**src/cpu_pkg.sv**
```systemverilog
package cpu_pkg;

    // Instruction word formats.
    typedef struct packed {
        logic [5:0]  opcode;
        logic [4:0]  rs;
        logic [4:0]  rt;
        logic [4:0]  rd;
        logic [4:0]  shamt;
        logic [5:0]  funct;
    } r_view_t;

    typedef struct packed {
        logic [5:0]  opcode;
        logic [4:0]  rs;
        logic [4:0]  rt;
        logic [15:0] imm;
    } i_view_t;

    typedef struct packed {
        logic [5:0]  opcode;
        logic [25:0] target;
    } j_view_t;

    typedef union packed {
        r_view_t r;
        i_view_t i;
        j_view_t j;
    } instr_t;

    typedef struct packed {
        logic [3:0] alu_op;
        logic       write_reg;
        logic       reg_dst_rd;
        logic       alu_src_imm;
        logic       mem_read;
        logic       mem_write;
        logic       branch;
        logic       jump;
        logic       link;
        logic       write_hi;
        logic       write_lo;
    } control_t;

    typedef struct packed {
        logic [31:0] pc;
        instr_t      instruction;
    } fetch_t;

    // One forwarding override, f selects data over the stored value.
    typedef struct packed {
        logic        f;
        logic [31:0] data;
    } reg_fwd_t;

    typedef struct packed {
        reg_fwd_t rs;
        reg_fwd_t rt;
        reg_fwd_t hi;
        reg_fwd_t lo;
    } forward_t;

    typedef struct packed {
        logic        write_reg;
        logic [4:0]  dest_reg;
        logic [31:0] dest_reg_data;
        logic        write_hi;
        logic [31:0] hi_data;
        logic        write_lo;
        logic [31:0] lo_data;
    } writeback_t;

    typedef struct packed {
        logic [31:0] pc;
        logic [31:0] pcadd4;
        logic [31:0] pcadd8;
        logic [31:0] pcjump;
        instr_t      instruction;
        control_t    control;
        logic [31:0] rs;
        logic [31:0] rt;
        logic [31:0] hi;
        logic [31:0] lo;
    } decoded_t;

    localparam logic [5:0] op_rtype = 6'h00;
    localparam logic [5:0] op_j     = 6'h02;
    localparam logic [5:0] op_jal   = 6'h03;
    localparam logic [5:0] op_beq   = 6'h04;
    localparam logic [5:0] op_bne   = 6'h05;
    localparam logic [5:0] op_addi  = 6'h08;
    localparam logic [5:0] op_andi  = 6'h0c;
    localparam logic [5:0] op_ori   = 6'h0d;
    localparam logic [5:0] op_lw    = 6'h23;
    localparam logic [5:0] op_sw    = 6'h2b;

    localparam logic [5:0] fn_add  = 6'h20;
    localparam logic [5:0] fn_sub  = 6'h22;
    localparam logic [5:0] fn_and  = 6'h24;
    localparam logic [5:0] fn_or   = 6'h25;
    localparam logic [5:0] fn_slt  = 6'h2a;
    localparam logic [5:0] fn_mult = 6'h18;
    localparam logic [5:0] fn_div  = 6'h1a;
    localparam logic [5:0] fn_mfhi = 6'h10;
    localparam logic [5:0] fn_mflo = 6'h12;

    localparam logic [3:0] alu_nop  = 4'd0;
    localparam logic [3:0] alu_add  = 4'd1;
    localparam logic [3:0] alu_sub  = 4'd2;
    localparam logic [3:0] alu_and  = 4'd3;
    localparam logic [3:0] alu_or   = 4'd4;
    localparam logic [3:0] alu_slt  = 4'd5;
    localparam logic [3:0] alu_mult = 4'd6;
    localparam logic [3:0] alu_div  = 4'd7;
    localparam logic [3:0] alu_mfhi = 4'd8;
    localparam logic [3:0] alu_mflo = 4'd9;

endpackage
```
**src/decode_top.sv**
```systemverilog
`timescale 1ns/1ps

module decode_top import cpu_pkg::*; #(
    parameter int queue_depth = 4,
    parameter int dec_credits = 2
) (
    input  logic       pif,
    input  logic       rst_n,
    input  logic       fetch_valid,
    input  fetch_t     fetch,
    input  writeback_t wb,
    input  forward_t   forward,
    input  logic       dec_credit,
    output logic       fetch_credit,
    output logic       dec_valid,
    output decoded_t   dec
);

    logic   head_valid;
    fetch_t head;
    logic   pop;

    instr_queue #(
        .queue_depth (queue_depth)
    ) u_queue (
        .pif          (pif),
        .rst_n        (rst_n),
        .fetch_valid  (fetch_valid),
        .fetch        (fetch),
        .pop          (pop),
        .head_valid   (head_valid),
        .head         (head),
        .fetch_credit (fetch_credit)
    );

    stage_decode #(
        .dec_credits (dec_credits)
    ) u_decode (
        .pif        (pif),
        .rst_n      (rst_n),
        .head_valid (head_valid),
        .head       (head),
        .wb         (wb),
        .forward    (forward),
        .dec_credit (dec_credit),
        .pop        (pop),
        .dec_valid  (dec_valid),
        .dec        (dec)
    );

endmodule

```
**src/stage_decode.sv**
```systemverilog
`timescale 1ns/1ps

module stage_decode import cpu_pkg::*; #(
    parameter int dec_credits = 2
) (
    input  logic       pif,
    input  logic       rst_n,
    input  logic       head_valid,
    input  fetch_t     head,
    input  writeback_t wb,
    input  forward_t   forward,
    input  logic       dec_credit,
    output logic       pop,
    output logic       dec_valid,
    output decoded_t   dec
);

    localparam int credit_w = $clog2(dec_credits + 1);

    logic [credit_w-1:0] credits;
    control_t            control;
    logic [31:0]         rs_data;
    logic [31:0]         rt_data;
    logic [31:0]         hi_reg;
    logic [31:0]         lo_reg;
    logic [31:0]         hi_value;
    logic [31:0]         lo_value;
    logic [31:0]         pcadd4;
    decoded_t            next_dec;

    function automatic logic [31:0] select_fwd(input reg_fwd_t fwd,
                                               input logic [31:0] stored);
        return fwd.f ? fwd.data : stored;
    endfunction

    main_decoder u_decoder (
        .instruction (head.instruction),
        .control     (control)
    );

    register_file u_regfile (
        .pif         (pif),
        .rst_n       (rst_n),
        .write_en    (wb.write_reg),
        .write_addr  (wb.dest_reg),
        .write_data  (wb.dest_reg_data),
        .read_addr_a (head.instruction.r.rs),
        .read_addr_b (head.instruction.r.rt),
        .read_data_a (rs_data),
        .read_data_b (rt_data)
    );

    assign pop = head_valid && (credits != '0);

    always_ff @(posedge pif or negedge rst_n) begin
        if (!rst_n) begin
            hi_reg <= '0;
            lo_reg <= '0;
        end else begin
            if (wb.write_hi) begin
                hi_reg <= wb.hi_data;
            end
            if (wb.write_lo) begin
                lo_reg <= wb.lo_data;
            end
        end
    end

    // Write-first, as in the register file.
    assign hi_value = wb.write_hi ? wb.hi_data : hi_reg;
    assign lo_value = wb.write_lo ? wb.lo_data : lo_reg;

    assign pcadd4 = head.pc + 32'd4;

    always_comb begin
        next_dec.pc          = head.pc;
        next_dec.pcadd4      = pcadd4;
        next_dec.pcadd8      = head.pc + 32'd8;
        next_dec.pcjump      = {pcadd4[31:28], head.instruction.j.target, 2'b00};
        next_dec.instruction = head.instruction;
        next_dec.control     = control;
        next_dec.rs          = select_fwd(forward.rs, rs_data);
        next_dec.rt          = select_fwd(forward.rt, rt_data);
        next_dec.hi          = select_fwd(forward.hi, hi_value);
        next_dec.lo          = select_fwd(forward.lo, lo_value);
    end

    // Credits held toward execute.
    always_ff @(posedge pif or negedge rst_n) begin
        if (!rst_n) begin
            credits <= credit_w'(dec_credits);
        end else begin
            case ({pop, dec_credit})
                2'b10:   credits <= credits - 1'b1;
                2'b01:   credits <= credits + 1'b1;
                default: credits <= credits;
            endcase
        end
    end

    always_ff @(posedge pif or negedge rst_n) begin
        if (!rst_n) begin
            dec_valid <= 1'b0;
        end else begin
            dec_valid <= pop;
        end
    end

    always_ff @(posedge pif) begin
        if (pop) begin
            dec <= next_dec;
        end
    end

endmodule

```
**src/instr_queue.sv**
```systemverilog
`timescale 1ns/1ps

module instr_queue import cpu_pkg::*; #(
    parameter int queue_depth = 4
) (
    input  logic   pif,
    input  logic   rst_n,
    input  logic   fetch_valid,
    input  fetch_t fetch,
    input  logic   pop,
    output logic   head_valid,
    output fetch_t head,
    output logic   fetch_credit
);

    localparam int ptr_w = (queue_depth > 1) ? $clog2(queue_depth) : 1;
    localparam int cnt_w = $clog2(queue_depth + 1);

    fetch_t             mem [queue_depth];
    logic [ptr_w-1:0]   wr_ptr;
    logic [ptr_w-1:0]   rd_ptr;
    logic [cnt_w-1:0]   count;

    function automatic logic [ptr_w-1:0] next_ptr(input logic [ptr_w-1:0] ptr);
        if (ptr == ptr_w'(queue_depth - 1)) begin
            return '0;
        end
        return ptr + 1'b1;
    endfunction

    assign head_valid = (count != '0);
    assign head       = mem[rd_ptr];

    // The sender's credits keep the queue from overflowing.
    always_ff @(posedge pif) begin
        if (fetch_valid) begin
            mem[wr_ptr] <= fetch;
        end
    end

    always_ff @(posedge pif or negedge rst_n) begin
        if (!rst_n) begin
            wr_ptr       <= '0;
            rd_ptr       <= '0;
            count        <= '0;
            fetch_credit <= 1'b0;
        end else begin
            if (fetch_valid) begin
                wr_ptr <= next_ptr(wr_ptr);
            end
            if (pop) begin
                rd_ptr <= next_ptr(rd_ptr);
            end
            case ({fetch_valid, pop})
                2'b10:   count <= count + 1'b1;
                2'b01:   count <= count - 1'b1;
                default: count <= count;
            endcase
            // One credit goes back for every entry released.
            fetch_credit <= pop;
        end
    end

endmodule

```
**src/main_decoder.sv**
```systemverilog
`timescale 1ns/1ps

module main_decoder import cpu_pkg::*; (
    input  instr_t   instruction,
    output control_t control
);

    logic rd_write;
    logic imm_write;
    logic hilo_write;

    always_comb begin
        control    = '0;
        rd_write   = 1'b0;
        imm_write  = 1'b0;
        hilo_write = 1'b0;
        case (instruction.i.opcode)
            op_rtype: begin
                rd_write = 1'b1;
                case (instruction.r.funct)
                    fn_add:  control.alu_op = alu_add;
                    fn_sub:  control.alu_op = alu_sub;
                    fn_and:  control.alu_op = alu_and;
                    fn_or:   control.alu_op = alu_or;
                    fn_slt:  control.alu_op = alu_slt;
                    fn_mfhi: control.alu_op = alu_mfhi;
                    fn_mflo: control.alu_op = alu_mflo;
                    fn_mult: begin
                        control.alu_op = alu_mult;
                        rd_write       = 1'b0;
                        hilo_write     = 1'b1;
                    end
                    fn_div: begin
                        control.alu_op = alu_div;
                        rd_write       = 1'b0;
                        hilo_write     = 1'b1;
                    end
                    default: rd_write = 1'b0;
                endcase
            end
            op_addi: begin
                control.alu_op = alu_add;
                imm_write      = 1'b1;
            end
            op_andi: begin
                control.alu_op = alu_and;
                imm_write      = 1'b1;
            end
            op_ori: begin
                control.alu_op = alu_or;
                imm_write      = 1'b1;
            end
            op_lw: begin
                control.alu_op   = alu_add;
                control.mem_read = 1'b1;
                imm_write        = 1'b1;
            end
            op_sw: begin
                control.alu_op      = alu_add;
                control.alu_src_imm = 1'b1;
                control.mem_write   = 1'b1;
            end
            op_beq, op_bne: begin
                // Execute compares by subtraction and reads the opcode for the sense.
                control.alu_op = alu_sub;
                control.branch = 1'b1;
            end
            op_j: begin
                control.alu_op = alu_nop;
                control.jump   = 1'b1;
            end
            op_jal: begin
                control.alu_op    = alu_nop;
                control.jump      = 1'b1;
                control.link      = 1'b1;
                control.write_reg = 1'b1;
            end
            default: control = '0;
        endcase

        if (rd_write) begin
            control.write_reg  = 1'b1;
            control.reg_dst_rd = 1'b1;
        end
        if (imm_write) begin
            control.write_reg   = 1'b1;
            control.alu_src_imm = 1'b1;
        end
        if (hilo_write) begin
            control.write_hi = 1'b1;
            control.write_lo = 1'b1;
        end
    end

endmodule

```
**src/register_file.sv**
```systemverilog
`timescale 1ns/1ps

module register_file (
    input  logic        pif,
    input  logic        rst_n,
    input  logic        write_en,
    input  logic [4:0]  write_addr,
    input  logic [31:0] write_data,
    input  logic [4:0]  read_addr_a,
    input  logic [4:0]  read_addr_b,
    output logic [31:0] read_data_a,
    output logic [31:0] read_data_b
);

    logic [31:0][31:0] regs;

    // Register 0 reads as zero; a same-cycle write wins over the stored value.
    function automatic logic [31:0] read_port(input logic [4:0] addr);
        if (addr == 5'd0) begin
            return '0;
        end
        if (write_en && write_addr == addr) begin
            return write_data;
        end
        return regs[addr];
    endfunction

    always_ff @(posedge pif or negedge rst_n) begin
        if (!rst_n) begin
            regs <= '0;
        end else if (write_en && write_addr != 5'd0) begin
            regs[write_addr] <= write_data;
        end
    end

    assign read_data_a = read_port(read_addr_a);
    assign read_data_b = read_port(read_addr_b);

endmodule

```
**config.mk**
```make
export PLATFORM = sky130hd
export DESIGN_NAME = decode_top
export DESIGN_NICKNAME = d
export VERILOG_FILES = /design/src/cpu_pkg.sv /design/src/decode_top.sv /design/src/stage_decode.sv /design/src/instr_queue.sv /design/src/main_decoder.sv /design/src/register_file.sv
export SDC_FILE = /design/constraint.sdc
export NUM_CORES = 2
export LEC_CHECK = 0
export ABC_CLOCK_PERIOD_IN_PS = 12400
export BUFFER_PORTS_ARGS = -buffer_cell sky130_fd_sc_hd__buf_2
export CAP_MARGIN = 20
export CORE_ASPECT_RATIO = 1.75
export CORE_MARGIN = 3
export CORE_UTILIZATION = 61
export CTS_CLUSTER_DIAMETER = 40
export DETAILED_ROUTE_END_ITERATION = 6
export HOLD_SLACK_MARGIN = 0.12
export PLACE_DENSITY = 0.86
export SLEW_MARGIN = 20
export SYNTH_ARGS = -nofsm -noshare
export SYNTH_HDL_FRONTEND = slang
export SYNTH_SLANG_ARGS = --single-unit
```
**constraint.sdc**
```tcl
create_clock -name pif -period 12.4 [get_ports pif]
set_input_delay 2.48 -clock pif [delete_from_list [all_inputs] [get_ports pif]]
set_output_delay 2.48 -clock pif [all_outputs]
set_load 0.03 [all_outputs]
```
==> impl_metrics.csv <==
group,metric,value,unit
yosys,synth_edf_count,520,
setup_path,start_kind,"flip-flop",
sta,fin_skew,39.38,ps
placement,hpwl,150.1,mm
finish,final_common_cell,"mux2i_1",
setup_path,ff2ff_setup_slack,6620,ps
die,rows,175,
route,post_drt_wl_per_cell,30.45,um
run,drv_cap,0,
global_routing,track_usage,0.3543,
route,dr.pass1.iters,6,
yosys,syn_area,0.08016,mm^2
finish,regMostFlops,"u_decode.u_regfile.regs",
power,vdd_drop_max,0.3286,mV
clock_network,clock_latency,820,ps
clock_network,cts_max_path_buffers,3,
yosys,async_reset_ff_frac,0.6786,
global_routing,antenna_found_initial,34,
power,power_leakage,39.79,nW
route,drcViolationCount,0,
sta,max-slew-margin-rel,0.1599,
yosys,ys_warn_count,0,
outcome,status,"complete, no violations",
clock_network,clk_pin_slew_worst_paths,70,ps
sta,finalSetupViolCount,0,
finish,area_growth,11.29,%
clock_network,cts_hold_buf,0,
setup_path,worstPathArrival,6310,ps
global_routing,overflow,0,
yosys,yosysSeqAreaShare,0.5376,
yosys,synth_seq_cells,1618,
clock_network,htree_levels,4,
die,start_util,0.6153,
finish,drive_above_1_share,0.3500,
setup_path,end_kind,"flip-flop",
power,power.total,23.10,mW
clock_network,cts.sinks,1618,
route,drtIter0Drc,5652,
route,ant_nets,0,
finish,largest_reg_flops,1024,
finish,nNetsFinal,6532,
sta,fin_crit,5784,ps
yosys,synth_area_per_cell,13.51,um^2
sta,hold_violations,0,
clock_network,cts_tree,"built",
setup_path,reg2regPathDepth,9,
sta,timing.fmax,0.1729,GHz
global_routing,grt_pass1_vias,56680,
finish,most-common-layout-cells,"mux2i_1, mux2_2, dfrtp_1, buf_2, edfxtp_1",
placement,routabilityCongestion,0.9031,
finish,post-route-util,0.6847,
setup_path,path_max_fanout,135,
setup_path,regToRegEndpoint,"u_decode.dec[72]",
sta,rsz0062_at_grt,"no",
setup_path,path_class,"reg2reg",
die,die_h,485.5,um
finish,reg_top3,"u_decode.u_regfile.regs: 1024 flops, u_decode.dec: 264 flops, u_queue.mem: 256 flops",
route,wl,245.3,mm
setup_path,r2r_start,"u_queue.rd_ptr[0]",
sta,tns,0,ps
clock_network,cts_buffers,153,
placement,numPortBuffers,605,
die,core-area,0.1303,mm^2
die,die_area,0.1360,mm^2
min_path,worstHoldStart,"u_decode.u_regfile.regs[19]",
die,io_pins,608,
route,routed_via_density,6.840,
clock_network,root_buffer,"clkbuf_16",
die,die_width,280.0,um
yosys,synthCells,5935,
sta,period_share,0.4664,
sta,final_max_slew_viol_count,0,
yosys,ys_types,70,
global_routing,grt_pass1_wl,358.9,mm
setup_path,crit_required,12930,ps
min_path,holdCritPathClass,"reg2reg",
route,dr_total_vias,55090,
power,p_per_area,259.0,mW/mm^2
clock_network,post_cts_buffers,0,
global_routing,grt_max_degree,168,
yosys,ys.flop_type,"dfrtp_1",
sta,worstMarginPinSlew,1256,ps
clock_network,cts_resized,0,
setup_path,cp-startpoint,"u_queue.rd_ptr[0]",
setup_path,crit_end,"u_decode.dec[72]",
## cells in the mapped netlist, drive strengths merged (2+ instances only)
cell     instances  area, um^2
mux2i         1237       12380
mux2          1126       12680
dfrtp         1097       27450
edfxtp         520       15610
nand2          475        1783
clkbuf         305        1165
buf            272        1496
a32oi          155        1358
a22oi           95       713.2
nand3           87       440.4
mux4            63        1440
nor2            56       220.2
xnor2           51       446.7
nand4           39       244.0
nand2b          34       212.7
o21ai           33       168.9
a221o           32       320.3
a41oi           32       280.3
o2111ai         31       271.5
and4            30       262.8
inv             21       78.83
xor2            21       183.9
nor3            16       95.09
and3            14       87.58
and2            11       68.82
nor2b           11       68.82
ha               9       112.6
a211oi           6       45.04
a21oi            6       33.78
nor3b            6       50.05
a31oi            5       31.28
a311oi           4       35.03
nand3b           3       22.52
nor4             3       25.02
or2              3       18.77
or3              3       18.77
a2111oi          2       17.52
a21o             2       15.01
o21bai           2       15.01
o31ai            2       15.01
o32ai            2       25.03
or2b             2       17.52
## cells by family (layout without fill, tap and decap cells)
kind of cell / count (synthesis) / in the layout / share of synthesized area
AOI/OAI and AO/OA: 415 / 415 / 0.04243
buffers and inverters: 598 / 1010 / 0.03419
DFF: 1618 / 1618 / 0.5376
muxes: 2426 / 2426 / 0.3306
and+or+nand+nor: 795 / 795 / 0.04558
xor gates and xnor gates: 72 / 72 / 0.007867
other: 1 / 27 / 0.00004678
adders and majority gates: 10 / 10 / 0.001655
## power by group
group | internal (mW) | switching [mW]
Clock | 2.63 | 2.23
Sequential | 7.08 | 0.821
Combinational | 3.69 | 6.65
Total | 13.4 | 9.70
## per-stage QoR
| stage | std cells | hold slack [ps] | setup WS [ps] | area (um^2) |
|---|---|---|---|---|
| 6_report | 8054 | 401.2 | 6616 | 89200 |
| 2_1_floorplan | 5936 | 442.2 | 4890 | 80160 |
| 5_1_grt | 8037 | 415.1 | 6361 | 89160 |
| 3_3_place_gp | 7741 | 384.8 | 6756 | 83830 |
| 4_1_cts | 8026 | 403.7 | 6702 | 89060 |
| 3_5_place_dp | 7741 | 391.4 | 6736 | 83830 |
## worst min path at each step
stage / end / slack, ps / cells past startpoint
after floorplan: u_queue.count[2] / 440 / 1
after global placement: u_decode.u_regfile.regs[30] / 380 / 0
after detailed placement: u_decode.u_regfile.regs[20] / 390 / 0
after CTS: u_decode.u_regfile.regs[19] / 400 / 0
after global routing: u_decode.u_regfile.regs[17] / 420 / 0
final: u_decode.u_regfile.regs[19] / 400 / 0
## routing by layer
| layer | vias up | GRT usage | share of wire | routed length [um] |
|---|---|---|---|---|
| met4 | 20 | 0.2612 | 0.084 | 20560 |
| met5 | - | 0 | 0.00053 | 129 |
| met3 | 1112 | 0.1017 | 0.10 | 25510 |
| met2 | 3582 | 0.5721 | 0.47 | 116400 |
| met1 | 27720 | 0.3999 | 0.34 | 82690 |
| li1 | 22660 | - | - | - |
## critical path, cell delays in order, from the launching register on
cell     delay (ps)
dfrtp_4         870
buf_4           700
mux4_4         1100
buf_4           690
buf_12          660
mux2i_1         270
mux2i_1         140
a32oi_1         290
and4_1          250
o21ai_0         100
## final cells by class
type,count,area [um^2]
Sequential cell,1618,43100
Antenna cell,25,62.56
Timing Repair Buffer,704,3936
Multi-Input combinational cell,3720,34670
Inverter,21,97.59
Tap cell,1681,2103
Fill cell,8734,41080
Clock inverter,87,994.7
Clock buffer,198,4242
(Power assumes the default switching activity.)
